===== src/emmu_params.svh =====
`ifndef EMMU_PARAMS_SVH
`define EMMU_PARAMS_SVH

// ####################
// mesh geometry

`define EMMU_AW       32   // mesh address width
`define EMMU_PW       104  // full packet width, 3*aw + 8 control bits

// ####################
// translation table

`define EMMU_MAW      12   // table index width, 4096 entries
`define EMMU_IDX_LSB  20   // lowest dstaddr bit used as index
`define EMMU_BASE_W   44   // base width, top of a 64-bit address

// entry is stored as two config halves
`define EMMU_HALF_W   32

`endif


===== src/emmu_pkg.sv =====
`include "emmu_params.svh"

package emmu_pkg;

   // ####################
   // mesh packet

   // field order matches the emesh wire format, msb first
   typedef struct packed {
      logic [`EMMU_AW-1:0] srcaddr;  // return address
      logic [`EMMU_AW-1:0] data;     // payload or write data
      logic [`EMMU_AW-1:0] dstaddr;  // target, gets translated
      logic [4:0]          ctrlmode; // carried only
      logic [1:0]          datamode; // carried only
      logic                write;    // 1 = write, 0 = read
   } emesh_packet_t;

   // ####################
   // table entry

   // config view, the two 32-bit words the register port sees
   typedef struct packed {
      logic [`EMMU_HALF_W-1:0] hi; // addr bit 2 = 1
      logic [`EMMU_HALF_W-1:0] lo; // addr bit 2 = 0
   } mmu_halves_t;

   // translation view, base lives in the low 44 bits
   typedef struct packed {
      logic [2*`EMMU_HALF_W-`EMMU_BASE_W-1:0] rsvd; // ignored by lookup
      logic [`EMMU_BASE_W-1:0]                base; // upper part of 64-bit dst
   } mmu_xlat_t;

   // same stored word, decoded two ways
   typedef union packed {
      mmu_halves_t cfg;
      mmu_xlat_t   xlat;
   } mmu_entry_t;

   // ####################
   // ctrl -> table command

   typedef struct packed {
      logic                    wr_en; // store one half
      logic                    rd_en; // readback request
      logic                    half;  // 1 = hi word
      logic [`EMMU_MAW-1:0]    idx;   // entry index
      logic [`EMMU_HALF_W-1:0] wdata; // half-word to store
   } reg_cmd_t;

endpackage


===== src/emmu_remap.sv =====
`timescale 1ns/1ps
`include "emmu_params.svh"

module emmu_remap (
   input  logic                    rd_clk,
   input  logic                    load_en,
   input  logic                    mmu_en,
   input  emmu_pkg::emesh_packet_t emesh_packet_in,
   input  emmu_pkg::mmu_entry_t    lookup_entry,
   output emmu_pkg::emesh_packet_t emesh_packet_out,
   output logic [`EMMU_AW-1:0]     emesh_dstaddr_hi
);

   emmu_pkg::emesh_packet_t packet_q; // held packet, pairs with lookup_entry
   logic [2*`EMMU_AW-1:0]   dst_full; // translated 64-bit destination
   logic [`EMMU_BASE_W-1:0] base;     // entry seen through its base view

   // ####################
   // packet stage

   // payload only, validity lives in ctrl
   always_ff @(posedge rd_clk) begin
      if (load_en) begin
         packet_q <= emesh_packet_in;
      end
   end

   // ####################
   // address compose

   assign base = lookup_entry.xlat.base;

   // base replaces index bits, page offset passes through
   assign dst_full = {base, packet_q.dstaddr[`EMMU_IDX_LSB-1:0]};

   // mmu_en is a static config bit, used straight at the output
   always_comb begin
      emesh_packet_out = packet_q; // untouched fields ride along
      emesh_dstaddr_hi = '0;       // bypass: no upper address
      if (mmu_en) begin
         emesh_packet_out.dstaddr = dst_full[`EMMU_AW-1:0];
         emesh_dstaddr_hi         = dst_full[2*`EMMU_AW-1:`EMMU_AW]; // side port
      end
   end

endmodule


===== config.mk =====
export PLATFORM = sky130hd
export DESIGN_NAME = emmu_remap
export DESIGN_NICKNAME = d
export VERILOG_FILES = /design/src/emmu_pkg.sv /design/src/emmu_remap.sv
export VERILOG_INCLUDE_DIRS = /design/src
export SDC_FILE = /design/constraint.sdc
export NUM_CORES = 1
export LEC_CHECK = 0
export ABC_AREA = 1
export ABC_CLOCK_PERIOD_IN_PS = 800
export BUFFER_PORTS_ARGS = -buffer_cell sky130_fd_sc_hd__buf_4
export CAP_MARGIN = 5
export CELL_PAD_IN_SITES_DETAIL_PLACEMENT = 0
export CELL_PAD_IN_SITES_GLOBAL_PLACEMENT = 1
export CORE_UTILIZATION = 27
export CTS_BUF_LIST = sky130_fd_sc_hd__clkbuf_4 sky130_fd_sc_hd__clkbuf_8 sky130_fd_sc_hd__clkbuf_16
export DETAILED_ROUTE_END_ITERATION = 16
export MAX_ROUTING_LAYER = met4
export PLACE_DENSITY_LB_ADDON = 0.05
export SLEW_MARGIN = 5
export SYNTH_ARGS = -nofsm -noshare
export SYNTH_HDL_FRONTEND = slang
export SYNTH_SLANG_ARGS = --single-unit

===== constraint.sdc =====
create_clock -name rd_clk -period 0.8 [get_ports rd_clk]
set_clock_uncertainty 0.2 [all_clocks]
set_input_delay 0.04 -clock rd_clk [delete_from_list [all_inputs] [get_ports rd_clk]]
set_output_delay 0.04 -clock rd_clk [all_outputs]
set_load 0.02 [all_outputs]

Yosys cells after proc, flatten, opt, wreduce, memory -nomap -nowiden
Index checks and enable logic that the tools add are counted.

Add/subtract/negate cells: 0. $mul: 0. Div/mod/pow operators: 0. $lt $le $gt $ge: 0. Equal/unequal tests: 0. Shift operators: 0. Muxes and demuxes: 2. Bitwise gates (word level): 0. Reduce and logical (&&, ||, !) cells: 0.

Operator list (count): 32-bit two-way mux (2).

Register bits: 104. Bits in latches: 0. Memory bits (writable): 0. Memory bits (read-only): 0. Logic and storage cells: 8. Memories kept: 0.

Depth between registers and ports, before layout
Word-level depth: 1. Depth in mapped cells: 5.

Worst setup path after synthesis
Ideal clock, no wire load.

Path kind: register to output. Start point: register packet_q[29] (netlist bit). End point: output emesh_packet_out[29] (netlist bit). Arrival: 548 ps. Data required time: 560 ps. Slack: 12 ps. Stages on the path, launching flop included: 3. Buffers on the path: 0. Cell sequence: edfxtp_1 nand2_2 nand2_1.

RTL lines: start, declared (RTL line emmu_remap.sv:14) `emmu_pkg::emesh_packet_t packet_q;`; start signal, assigned (RTL line emmu_remap.sv:24) `packet_q <= emesh_packet_in;`; end, declared (RTL line emmu_remap.sv:10) `output emmu_pkg::emesh_packet_t emesh_packet_out,`.

==> impl_metrics.csv <==
group,metric,value,unit
critical_path,crit_path_start_kind,"flop",
critical_path,cpMaxStageDelayCell,"edfxtp_1",
die,die_area,0.01627,mm^2
sta,finalMaxSlewViolations,0,
power,cellPowerDensity,1724,mW/mm^2
clocking,numCtsBuffers,9,
yosys,synthDistinctLibCells,7,
yosys,synth_fa_ha_area_share,0,%
sta,finalHoldViolCount,48,
detailed_routing,viasPerCell,3.762,
die,die_w,127.5,um
clocking,clk_pin_slew,0.06,ns
sta,slew_headroom,86.75,%
layout,nets,787,
die,num_rows,45,
clocking,cts_tree,"done",
sta,setup_viol,142,
run_status,status,"finished with violations",
layout,instances_no_fill,831,
sta,fin_crit,1.217,ns
hold_path,hp-class,"in -> reg",
critical_path,crit_required,0.56,ns
yosys,netlist_area,0.004255,mm^2
yosys,yosysTopAreaCell,"edfxtp_1",
yosys,synth_top_family_by_area,"buffers and inverters",
die,fp.dieH,127.5,um
detailed_routing,avgRoutedWirePerCell,13.92,um
sta,fin_crit_sh,152.2,%
run_status,violations,"negative hold slack, negative setup slack",
detailed_routing,first_pass_iters,4,
critical_path,path_common_cell,"nand2_1",
power,vdd_ir_drop_max,0.9457,mV
critical_path,crit_chain,"nand2_1 > nand2_1 > buf_6",
yosys,synth_xor_area_share,0,%
power,p_int,10.50,mW
placed_design,dp_slack,-0.1923,ns
power,sequentialPowerShare,48.0,%
sta,rsz0062_at_grt,"true",
global_route,overflow,0,
sta,fmax,821.5,MHz
layout,stdcell_area,0.008051,mm^2
yosys,synth.avg_cell_area,14.04,um^2
power,power,13.88,mW
yosys,synth-compound-area-share,0,%
yosys,synth_area_leaders,"edfxtp_1 73%, buf_4 17%, nand2_1 5.9%, inv_1 2.8%, buf_6 1.1%",
sta,worst_slack,-0.4173,ns
power,p_sw_share,24.38,%
global_route,first_global_vias,3151,
power,p_sw,3.384,mW
global_route,grt_pass1_wl,16260,um
yosys,syn-instance-count,303,
die,initial_core_util,27.79,%
sta,worst_slew_pin_slew,0.1985,ns
critical_path,critPathKind,"reg -> out",
yosys,syn_nets,474,
yosys,synth.top_cell.area_share,73.39,%
clocking,clockBufferDepth,2,
detailed_routing,vias,3126,
power,pwr-share-comb,23.2,%
layout,area_growth,89.21,%
placed_design,post-place-cells,709,
placed_design,placed_cell_area,0.006031,mm^2
yosys,yosysSeqAreaShare,73.39,%
clocking,root_buffer,"clkbuf_16",
yosys,synthMuxAreaShare,0,%
detailed_routing,drtIter0Drc,44,
run,max_cap_violations,0,
global_route,grtUsageTotal,14.01,%
critical_path,slowest_delay,0.36,ns
layout,drive_gt1_share,54.35,%
detailed_routing,wirelength,11570,um
global_route,grt_max_degree,31,
layout,num_antenna_cells,0,
placed_design,hpwl,8344,um
detailed_routing,postRouteAntennaNets,0,
power,clkPwrFrac,28.8,%
die,ios,307,
yosys,ys_ff_latch,104,
critical_path,crit_path_end_kind,"output pin",
global_route,antenna_found_initial,0,
die,core,0.01531,mm^2
yosys,yosysWarnings,0,
placed_design,io_buffers,286,
yosys,synth-simple-area-share,6.057,%
critical_path,path_max_fanout,1,
clocking,cts_htree_levels,3,
critical_path,arrival,0.98,ns
clocking,postCtsSetupBuffers,0,
layout,num-fill-cells,1335,
placed_design,gp_congestion,0.7106,
sta,whs,-0.3160,ns
clocking,cts.sinks,104,
detailed_routing,drc,0,
power,leakage,4.030,nW
## synthesized netlist by cell type (all sizes together)
library cell	count
nand2	68
inv	33
edfxtp	104
buf	98
## metrics by stage
step / utilization, % / hold WS (ns) / TNS [ns]
6_report: 52.57 / -0.3160 / -33.39
5_1_grt: 52.57 / -0.3127 / -37.37
4_1_cts: 50.72 / -0.3173 / -35.24
3_5_place_dp: 39.38 / 0.01923 / -19.60
3_3_place_gp: 39.38 / 0.01808 / -18.69
2_1_floorplan: - / -0.06113 / 0
## layout by cell type (no fill, tap or decap)
cell	instances
buf_4	160
buf_6	129
edfxtp_1	104
dlygate4sd3_1	59
nand2_1	49
dlymetal6s4s_1	44
inv_1	25
nand2_2	17
clkbuf_16	11
inv_2	8
buf_12	6
nand2_4	2
clkbuf_4	2
clkinvlp_4	2
clkinv_1	2
## worst max-delay path: cells and delay by family, from the launching register on
kind / cells / cell delay [ns]
flip-flops: 1 / 0.36
AND/OR/NAND/NOR: 2 / 0.14
buffers and inverters: 1 / 0.13
## metal layers
metal / track usage (%) / up-vias / wire length (um) / part of all wire, %
met5: - / - / 0 / 0
met4: 5.042 / 0 / 148 / 1.3
met3: 5.193 / 10 / 1167 / 10
met2: 25.10 / 172 / 6275 / 54
met1: 13.84 / 1429 / 3975 / 34
li1: - / 1515 / - / -
## power groups by stage
stage	clock network (mW)	logic [mW]	registers, mW
after floorplan	0	1.35	6.68
after global placement	0	2.40	6.69
after detailed placement	0	2.40	6.71
after CTS	4.13	3.11	6.67
after global routing	4.36	3.39	6.70
final	4.00	3.22	6.67
## final timing paths
path,startpoint,endpoint,depth (start not counted)
worst max-delay path,packet_q[36],emesh_packet_out[36],3
worst min-delay path,emesh_packet_in[30],packet_q[30],1
## state kept, by name, summed over array words and instances, names as in the netlist
| signal | cells |
|---|---|
| packet_q | 12 |
| dst_full | 20 |
| emesh_packet_out | 72 |
## area by class of cell
type | instances | area, um^2 | area share, %
Tap cell | 211 | 264.0 | 3.279
Clock inverter | 4 | 22.52 | 0.2797
Multi-Input combinational cell | 68 | 312.8 | 3.885
Inverter | 33 | 123.9 | 1.538
Timing Repair Buffer | 400 | 3965 | 49.25
Sequential cell | 104 | 3123 | 38.79
Clock buffer | 11 | 240.2 | 2.984
## repair_timing
item,CTS,global route
hold buffers,103,2
pin swaps,1,3
setup endpoints to repair,136,174
endpoints found under the hold margin,107,50
gates cloned,1,3
gates resized for setup,117,86
## cell families (layout without fill, tap and decap cells)
| kind of cell | count (synthesis) | after routing |
|---|---|---|
| buffers and inverters | 131 | 448 |
| flip-flops | 104 | 104 |
| AND/OR/NAND/NOR | 68 | 68 |
(Power assumes the default switching activity.)
