$ cat config.mk
export PLATFORM = sky130hd
export DESIGN_NAME = emmu_ctrl
export DESIGN_NICKNAME = d
export VERILOG_FILES = /design/src/emmu_pkg.sv /design/src/emmu_ctrl.sv
export VERILOG_INCLUDE_DIRS = /design/src
export SDC_FILE = /design/constraint.sdc
export NUM_CORES = 1
export LEC_CHECK = 0
export BUFFER_PORTS_ARGS = -buffer_cell sky130_fd_sc_hd__buf_2
export CAP_MARGIN = 20
export CORE_AREA = 4 4 97 99
export CTS_BUF_LIST = sky130_fd_sc_hd__clkbuf_8
export CTS_CLUSTER_SIZE = 16
export DETAILED_ROUTE_END_ITERATION = 10
export DIE_AREA = 0 0 101 103
export PLACE_DENSITY = 0.54
export SYNTH_ARGS = -nofsm -noshare
export SYNTH_HDL_FRONTEND = slang
export SYNTH_SLANG_ARGS = --single-unit
export TNS_END_PERCENT = 10
$ cat constraint.sdc
create_clock -name rd_clk -period 2.5 [get_ports rd_clk]
set_clock_uncertainty 0.15 [all_clocks]
set_input_delay 0.5 -clock rd_clk [delete_from_list [all_inputs] [get_ports rd_clk]]
set_output_delay 0.5 -clock rd_clk [all_outputs]
set_load 0.02 [all_outputs]
$ cat src/emmu_params.svh
`ifndef EMMU_PARAMS_SVH
`define EMMU_PARAMS_SVH

// ####################
// mesh geometry

`define EMMU_AW       32   // mesh address width
`define EMMU_PW       104  // full packet width, 3*aw + 8 control bits

// ####################
// translation table

`define EMMU_MAW      12   // table index width, 4096 entries
`define EMMU_IDX_LSB  20   // lowest dstaddr bit used as index
`define EMMU_BASE_W   44   // base width, top of a 64-bit address

// entry is stored as two config halves
`define EMMU_HALF_W   32

`endif

$ cat src/emmu_pkg.sv
`include "emmu_params.svh"

package emmu_pkg;

   // ####################
   // mesh packet

   // field order matches the emesh wire format, msb first
   typedef struct packed {
      logic [`EMMU_AW-1:0] srcaddr;  // return address
      logic [`EMMU_AW-1:0] data;     // payload or write data
      logic [`EMMU_AW-1:0] dstaddr;  // target, gets translated
      logic [4:0]          ctrlmode; // carried only
      logic [1:0]          datamode; // carried only
      logic                write;    // 1 = write, 0 = read
   } emesh_packet_t;

   // ####################
   // table entry

   // config view, the two 32-bit words the register port sees
   typedef struct packed {
      logic [`EMMU_HALF_W-1:0] hi; // addr bit 2 = 1
      logic [`EMMU_HALF_W-1:0] lo; // addr bit 2 = 0
   } mmu_halves_t;

   // translation view, base lives in the low 44 bits
   typedef struct packed {
      logic [2*`EMMU_HALF_W-`EMMU_BASE_W-1:0] rsvd; // ignored by lookup
      logic [`EMMU_BASE_W-1:0]                base; // upper part of 64-bit dst
   } mmu_xlat_t;

   // same stored word, decoded two ways
   typedef union packed {
      mmu_halves_t cfg;
      mmu_xlat_t   xlat;
   } mmu_entry_t;

   // ####################
   // ctrl -> table command

   typedef struct packed {
      logic                    wr_en; // store one half
      logic                    rd_en; // readback request
      logic                    half;  // 1 = hi word
      logic [`EMMU_MAW-1:0]    idx;   // entry index
      logic [`EMMU_HALF_W-1:0] wdata; // half-word to store
   } reg_cmd_t;

endpackage

$ cat src/emmu_ctrl.sv
`timescale 1ns/1ps
`include "emmu_params.svh"

module emmu_ctrl (
   input  logic                    rd_clk,
   input  logic                    nreset,
   // config side
   input  logic                    reg_access,
   input  emmu_pkg::emesh_packet_t reg_packet,
   // mesh side handshake
   input  logic                    emesh_access_in,
   input  logic                    emesh_wait_in,
   // readback word from table
   input  emmu_pkg::mmu_entry_t    rb_entry,
   output emmu_pkg::reg_cmd_t      reg_cmd,
   output logic                    lookup_en,
   output logic                    load_en,
   output logic                    emesh_access_out,
   output logic [`EMMU_HALF_W-1:0] reg_rdata,
   output logic                    reg_rvalid
);

   logic rb_half; // which half the pending readback asked for

   // ####################
   // config decode

   // address map: [14:3] entry, [2] half, [1:0] byte offset (ignored)
   always_comb begin
      reg_cmd.wr_en = reg_access & reg_packet.write;
      reg_cmd.rd_en = reg_access & ~reg_packet.write; // any read is a readback
      reg_cmd.half  = reg_packet.dstaddr[2];
      reg_cmd.idx   = reg_packet.dstaddr[`EMMU_MAW+2:3];
      reg_cmd.wdata = reg_packet.data[`EMMU_HALF_W-1:0];
   end

   // readback returns one cycle later, table read is registered
   always_ff @(posedge rd_clk) begin
      if (!nreset) begin
         reg_rvalid <= 1'b0;
         rb_half    <= 1'b0;
      end else begin
         reg_rvalid <= reg_cmd.rd_en;
         if (reg_cmd.rd_en) begin
            rb_half <= reg_cmd.half; // held until next request
         end
      end
   end

   // pick the half that was asked for
   assign reg_rdata = rb_half ? rb_entry.cfg.hi : rb_entry.cfg.lo;

   // ####################
   // mesh pipeline control

   // nothing moves while the sink pushes back
   assign lookup_en = emesh_access_in & ~emesh_wait_in; // only real packets hit the table
   assign load_en   = ~emesh_wait_in;                   // packet reg follows the valid bit

   // one stage, lines up with the table read
   always_ff @(posedge rd_clk) begin
      if (!nreset) begin
         emesh_access_out <= 1'b0;
      end else if (!emesh_wait_in) begin
         emesh_access_out <= emesh_access_in;
      end
   end

   // ####################
   // checks

   // output valid must freeze for the whole stall
   a_access_hold: assert property (
      @(posedge rd_clk) disable iff (!nreset)
      emesh_wait_in |=> $stable(emesh_access_out)
   );

   // a lone request gives exactly one rvalid pulse
   a_rvalid_pulse: assert property (
      @(posedge rd_clk) disable iff (!nreset)
      reg_cmd.rd_en ##1 !reg_cmd.rd_en |-> reg_rvalid ##1 !reg_rvalid
   );

endmodule

# Yosys cells after proc, flatten, opt, wreduce, memory -nomap -nowiden
# Index checks and enable logic that the tools add are counted.
# W data, S select, Z words.
[op_classes]
mux = 1
bitwise = 5
[op_table]
columns = ["operator", "n"]
rows = [
  ["$mux W32", 1],
  ["$and A1 B1 Y1", 3],
  ["$not A1 Y1", 2],
]
[word_totals]
output_inout_bits = 83
reg_bits = 3
wordCells = 9
input_bits = 173

# Longest topological paths before layout
# Gate-level depths: netlist of run 1.
[depth]
word_depth = 2
depth_mapped = 4
mapped_depth_nobuf = 2

# Least setup slack after synthesis of run 1
# Ideal clock, no wire load.
[synth_timing]
kind = "reg2out"
start = "register rb_half"
end = "output reg_rdata[10]"
n_path_buf = 2
required_ns = 1.850
stages_incl_launch_ff = 4
t_arrival_ns = 0.912
setup_slack_ns = 0.938
path_cell_list = "dfxtp_1 > buf_6 > buf_12 > mux2_4"
[synth_via]
elab_chain_len = 1
[synth_rtl]
columns = ["element", "line_no", "text"]
rows = [
  ["start: declaration", "emmu_ctrl.sv:23", "logic rb_half;"],
  ["start signal: assignment", "emmu_ctrl.sv:45", "rb_half <= reg_cmd.half;"],
  ["$mux W32", "emmu_ctrl.sv:51", "assign reg_rdata = rb_half ? rb_entry.cfg.hi : rb_entry.cfg.lo;"],
  ["end: declaration", "emmu_ctrl.sv:19", "output logic [`EMMU_HALF_W-1:0] reg_rdata,"],
]
# Every way passes these cells.

# Worst setup path after layout of run 1
[layout_timing]
start = "register rb_half"
end = "output reg_rdata[1]"
# Same word-level chain as after synthesis.

==> impl_results.md, run 1 <==
- Pin count of the biggest net entering global routing: 30
- Number of remaining DRC errors: 0
- Largest stage delay, worst path: about 0.38 ns
- Synthesized cell area: around 1000 um^2
- Clk sinks: 3
- Clock-pin slew on the worst setup and hold paths: ~0.030 ns
- Simple-gate portion of the synthesized area: about 4%
- Port Buffers: 109
- Worst Setup Start Kind: register
- Crit path kind: reg2out
- Post-route clock period utilization: 80.2%
- Number of buffers created by CTS: 3
- Initial antenna violation count: 0
- Worst slew pin tran: 0.236 ns
- Flop pwr share: about an eighth
- CP required: between 1.5 and 2 ns
- Core Footprint: about 8600 um^2
- Worst Path Max Fanout: 29
- Chip height: 103 um
- WL/cell: 12.3 um
- GR Util All Layers: about 5.3%
- Layout cells sized above 1: between 90 and 100%
- Slowest-stage cell, CP: dfxtp_2
- TritonCTS clock tree: yes
- Worst-case clock buffer depth: 2
- Sw power: between 0.00015 and 0.0002 W
- Post-CTS Resized: 0
- Slew margin rel.: ~84%
- Pwr Density: ~330 nW/um^2
- Starting Density: a little under an eighth
- Internal: between 0.0002 and 0.0003 W
- Multiplexer share of the synthesized area: 48.0%
- Gate power share: around 57%
- Final setup fails: 0
- Max Fclk: 0.499 GHz
- RSZ-0062 raised after global routing: no
- Worst hold path type: reg2reg
- Via Count: approximately 860
- Max_cap viols: 0
- GR Overflow Total: 0
- Setup_tns: 0 ns
- Syn Inst Count: 94
- Syn. warnings: 0
- Routability congestion estimate: roughly 0.63
- First-pass GRT wire length: ~4300 um
- Number of global-route vias before repair: 830
- Top-level I/O count: roughly 260
- Area leader, netlist: mux2_4
- Root Buffer Master: clkbuf_8
- Routed WL: roughly 3300 um
- Die width: between 100 and 150 um
- WP data arrival: between 1 and 1.5 ns
- Outcome: completed
- Synthesized Nets: approximately 270
- Mapped Avg Cell Area: around 11 um^2
- Synthesized flop and latch total: 3
- Largest cells by area after synthesis: mux2_4 (44%), buf_4 (34%), buf_12 (6.0%)
- Area grow syn2layout: 33.8%
- Max-slew violations: 0
- Postcts setup bufs: 0
- Leakage: roughly 0.74 nW
- Sequential area share after synthesis: approximately 6.0%
- Detailed placement HPWL: 2990 um
- Post-CTS Hold Buffers: 0
- Total power: 0.000439 W
- Xor and xnor fraction of the mapped netlist area: 0%
- Final Hold Vio Count: 0
- Synth top area share: ~44%
- Crit. End Element: output port
- Layout Nets: between 300 and 400
- Sw Share: between 30% and 40%
- Insertion delay to the later sink of the worst-skew pair: 0.21 ns
- Clk network pwr share: a little under a third
- Antenna-violating nets left: 0
- Largest family of logic cells by synthesized area: multiplexers
- Drt pass-1 iters: 3
- Crit-path cells: buf_12, mux2_4, buf_2
- Ant. Diodes: 0
- Vias per cell: 3.23
- Synth Area in Compound Gates: 0.752%
- Adder-cell share of the synthesized area: 0%
- Peak supply drop: ~0.21 mV
- DR iter-0 viols: 7
- Library cells used by synthesis: 12
- Die ar.: ~10000 um^2
- Minimum period implied by the final worst setup slack: 2.01 ns
- H-tree levels: 1
- Row cnt: 34
==> layout make-up <==
cell class                      count  area [um^2]
Timing Repair Buffer              110          566
Inverter                            1         3.75
Tap cell                          108          135
Clock buffer                        3         41.3
Multi-Input combinational cell     41          526
Sequential cell                     3         61.3
Fill cell                         994         7210
Clock inverter                      1         3.75
==> worst paths after layout <==
| path | end | depth (start not counted) | startpoint | slack, ns |
|---|---|---|---|---|
| worst max-delay path | reg_rdata[1] | 3 | rb_half$_SDFFE_PN0P_ | 0.49 |
| worst min-delay path | rb_half$_SDFFE_PN0P_ | 2 | rb_half$_SDFFE_PN0P_ | 0.36 |
| worst max register to register | emesh_access_out$_SDFFE_PN0N_ | 2 | emesh_access_out$_SDFFE_PN0N_ | 1.66 |
| worst min register to register | rb_half$_SDFFE_PN0P_ | 2 | rb_half$_SDFFE_PN0P_ | 0.36 |
==> layout by cell type, fill, tap and decap left out <==
cell,instances
and2_1,3
buf_12,1
buf_2,109
clkbuf_8,3
dfxtp_1,2
dfxtp_2,1
inv_1,2
mux2_2,3
mux2_4,29
mux2i_1,1
nand2_1,2
nor2b_1,2
o21a_1,1
==> kinds of logic after synthesis <==
| group | after synthesis |
|---|---|
| AOI/OAI and AO/OA | 1 |
| buffers and inverters | 50 |
| DFF | 3 |
| muxes | 33 |
| and+or+nand+nor | 7 |
==> state kept, by name, summed over array words and instances (netlist names) <==
| signal | flops |
|---|---|
| reg_rvalid | 1 |
| rb_half | 1 |
| emesh_access_out | 1 |
==> worst max-delay path: cells and delay by family (launching register included) <==
kind / cells / cell delay, ns
mux: 1 / 0.32
buf+inv: 2 / 0.40
flops: 1 / 0.38
==> stage by stage <==
stage / utilization [%] / hold WS (ns) / instance area [um^2] / setup slack [ns] / instances
after CTS: 15.6 / 0.365 / 1340 / 0.471 / 267
final: 15.6 / 0.358 / 1340 / 0.494 / 267
after detailed placement: 15.1 / 0.359 / 1290 / 0.699 / 263
after global routing: 15.6 / 0.393 / 1340 / 0.430 / 267
after floorplan: - / 0.467 / 998 / 0.938 / 94
after global placement: 15.1 / 0.354 / 1290 / 0.712 / 263
==> power groups by stage <==
stage | registers (W) | logic [W] | clock network (W)
2_1_floorplan | 0.0000539 | 0.000259 | 0
3_3_place_gp | 0.0000535 | 0.000253 | 0
3_5_place_dp | 0.0000536 | 0.000256 | 0
4_1_cts | 0.0000530 | 0.000257 | 0.000138
5_1_grt | 0.0000534 | 0.000271 | 0.000144
6_report | 0.0000528 | 0.000251 | 0.000134
==> synth_stat cells <==
| master | count |
|---|---|
| buf_4 | 45 |
| mux2i_1 | 1 |
| and2_1 | 3 |
| buf_12 | 3 |
| nand2_1 | 2 |
| inv_1 | 1 |
| o21a_1 | 1 |
| buf_6 | 1 |
| mux2_4 | 29 |
| dfxtp_1 | 3 |
| mux2_2 | 3 |
| nor2b_1 | 2 |
==> per-layer routing <==
metal	vias to the layer above	global-route usage, %	routed length, um
met2	78	9.01	1620
met4	0	1.02	0
met1	388	5.74	1100
met5	-	0	0
met3	0	3.25	574
li1	397	-	-
Power figures use the tool's default switching activity.
==> inputs of run 2 (changes only) <==
--- a/config.mk
+++ b/config.mk
@@ -8,11 +8,11 @@
 export LEC_CHECK = 0
 export BUFFER_PORTS_ARGS = -buffer_cell sky130_fd_sc_hd__buf_2
 export CAP_MARGIN = 20
-export CORE_AREA = 4 4 97 99
+export CORE_AREA = 4 4 96 98
 export CTS_BUF_LIST = sky130_fd_sc_hd__clkbuf_8
 export CTS_CLUSTER_SIZE = 16
 export DETAILED_ROUTE_END_ITERATION = 10
-export DIE_AREA = 0 0 101 103
+export DIE_AREA = 0 0 100 102
 export PLACE_DENSITY = 0.54
 export SYNTH_ARGS = -nofsm -noshare
 export SYNTH_HDL_FRONTEND = slang
==> constraint.sdc (replaced) <==
create_clock -name rd_clk -period 1.99 [get_ports rd_clk]
set_clock_uncertainty 0.15 [all_clocks]
set_input_delay 0.398 -clock rd_clk [delete_from_list [all_inputs] [get_ports rd_clk]]
set_output_delay 0.398 -clock rd_clk [all_outputs]
set_load 0.02 [all_outputs]
==> run 2 against run 1 <==
Against the previous run:
- critical path type unchanged
- sequential share of layout area is the same
- hold slack lost 0.080 ns
- clock-buffer cell count stayed put
- largest cell class unchanged
- global-route usage is 0.36 points lower
==> impl_results.md, run 2 (synthesized netlist as in run 1, its figures left out) <==
- Met1 Wirelength: between 1000 and 1500 um
- Setup_tns: 0 ns
- Worst Setup Start Kind: register
- Design area: between 1000 and 1500 um^2
- Max Fclk: between 0.5 and 0.6 GHz
- Vias per cell: about 3.2
- Total power: between 0.0005 and 0.0006 W
- Chip height: between 100 and 150 um
- GR Util All Layers: between 4 and 5%
- Port Buffers: 109
- Core Footprint: ~8500 um^2
- Crit. End Element: output port
- Top flop regs: emesh_access_out: 1 flops, rb_half: 1 flops, reg_rvalid: 1 flops
- Slew margin rel.: 83.5%
- Die width: about 100 um
- Dpl cells: 263
- Layout Nets: between 300 and 400
- Clk sinks: 3
- Worst-case clock buffer depth: 2
- Routability congestion estimate: slightly below 0.6
- H-tree levels: 1
- TritonCTS clock tree: yes
- Most common cell after layout, fill and taps aside: buf_2
- Worst hold path type: in2reg
- Postcts setup bufs: 0
- Ant. Diodes: 0
- Pin count of the biggest net entering global routing: 33
- WP data arrival: between 1 and 1.5 ns
- Antenna-violating nets left: 0
- Worst hold slack: between 0.2 and 0.3 ns
- R2R depth: 2
- Final setup fails: 0
- Hold EP: emesh_access_out$_SDFFE_PN0N_
- RSZ-0062 raised after global routing: no
- Area grow syn2layout: 33.8%
- Filler cells: just under 1000
- Post-CTS Resized: 0
- Minimum period implied by the final worst setup slack: 1.89 ns
- Number of buffers created by CTS: 3
- Max-slew violations: 0
- Worst Path Max Fanout: 32
- Area of the multi-input gates: 526 um^2
- Initial antenna violation count: 0
- Met3 Wirelength: ~550 um
- Number of remaining DRC errors: 0
- GR Overflow Total: 0
- Most frequent cells in the layout: buf_2 (109), mux2_4 (29), mux2_2 (3), and2_1 (3), clkbuf_8 (3)
- Peak supply drop: about 0.38 mV
- Clock-pin slew on the worst setup and hold paths: around 0.03 ns
- First-pass GRT wire length: ~4000 um
- Critical R2R Capture: emesh_access_out$_SDFFE_PN0N_
- FF-to-FF Start: emesh_access_out$_SDFFE_PN0N_
- CP required: ~1.4 ns
- DR top layer: met4
- Outcome: completed
- Max_cap viols: 0
- Met2 wire len: roughly 1400 um
- Post-route clock period utilization: a little over nine tenths
- FF-to-FF setup slack: about 1.2 ns
- Leakage: 0.737 nW
- Via Count: between 800 and 900
- Placed inst area: approximately 1300 um^2
- Starting Density: a little under an eighth
- Crit path kind: reg2out
- Worst slew pin tran: approximately 0.25 ns
- FF/Latch Area: 61.3 um^2
- Root Buffer Master: clkbuf_8
- DR iter-0 viols: 7
- Post-CTS Hold Buffers: 0
- Worst Hold Depth: 2
- Row cnt: 34
- Drt pass-1 iters: 4
- Pwr Density: 412 nW/um^2
- Worst hold start: nreset
- Layout cells sized above 1: approximately nine tenths
- Top-level I/O count: between 200 and 300
- Insertion delay to the later sink of the worst-skew pair: around 0.21 ns
- Final Hold Vio Count: 0
- Number of global-route vias before repair: ~800
- Finished Layout Cells: ~270
- Die ar.: 10200 um^2
- WL/cell: 11.2 um
- Routed WL: 2980 um
## run 2: cell counts in the layout (fill, tap and decap cells not counted)
Identical to the previous run, type by type.
## run 2: metrics by stage
step | utilization, % | setup WS, ns
2_1_floorplan | - | 0.530
3_3_place_gp | 15.3 | 0.337
3_5_place_dp | 15.3 | 0.320
4_1_cts | 15.8 | 0.0860
5_1_grt | 15.8 | 0.0524
6_report | 15.8 | 0.0966
## run 2: worst max-delay path: stages, from the launching register on
cell	delay, ns
dfxtp_2	0.34
buf_12	0.23
mux2_2	0.36
buf_2	0.16
## run 2: worst max-delay path by stage
stage                         start             to  slack, ns  cells past startpoint
5_1_grt        rb_half$_SDFFE_PN0P_  reg_rdata[29]       0.05                      3
2_1_floorplan  rb_half$_SDFFE_PN0P_  reg_rdata[10]       0.53                      3
3_5_place_dp   rb_half$_SDFFE_PN0P_  reg_rdata[31]       0.32                      3
3_3_place_gp   rb_half$_SDFFE_PN0P_  reg_rdata[31]       0.34                      3
6_report       rb_half$_SDFFE_PN0P_  reg_rdata[29]        0.1                      3
4_1_cts        rb_half$_SDFFE_PN0P_  reg_rdata[31]       0.09                      3
## run 2: layout make-up
class | instances | area share, %
Multi-Input combinational cell | 41 | 39.3
Clock buffer | 3 | 3.09
Tap cell | 108 | 10.1
Timing Repair Buffer | 110 | 42.3
Clock inverter | 1 | 0.281
Sequential cell | 3 | 4.59
Inverter | 1 | 0.281
## run 2: routing by layer
layer | vias to the layer above | global-route usage [%]
met3 | 2 | 3.41
met2 | 80 | 8.11
met5 | - | 0
li1 | 396 | -
met1 | 375 | 5.26
met4 | 0 | 1.24
## run 2: power breakdown
group	leakage [nW]	total, W	switching, W	internal [W]
logic	0.685	0.000315	0.000150	0.000164
registers	0.0251	0.0000656	0.00000179	0.0000638
clock network	0.0269	0.000170	0.0000392	0.000131
total	0.737	0.000551	0.000191	0.000359
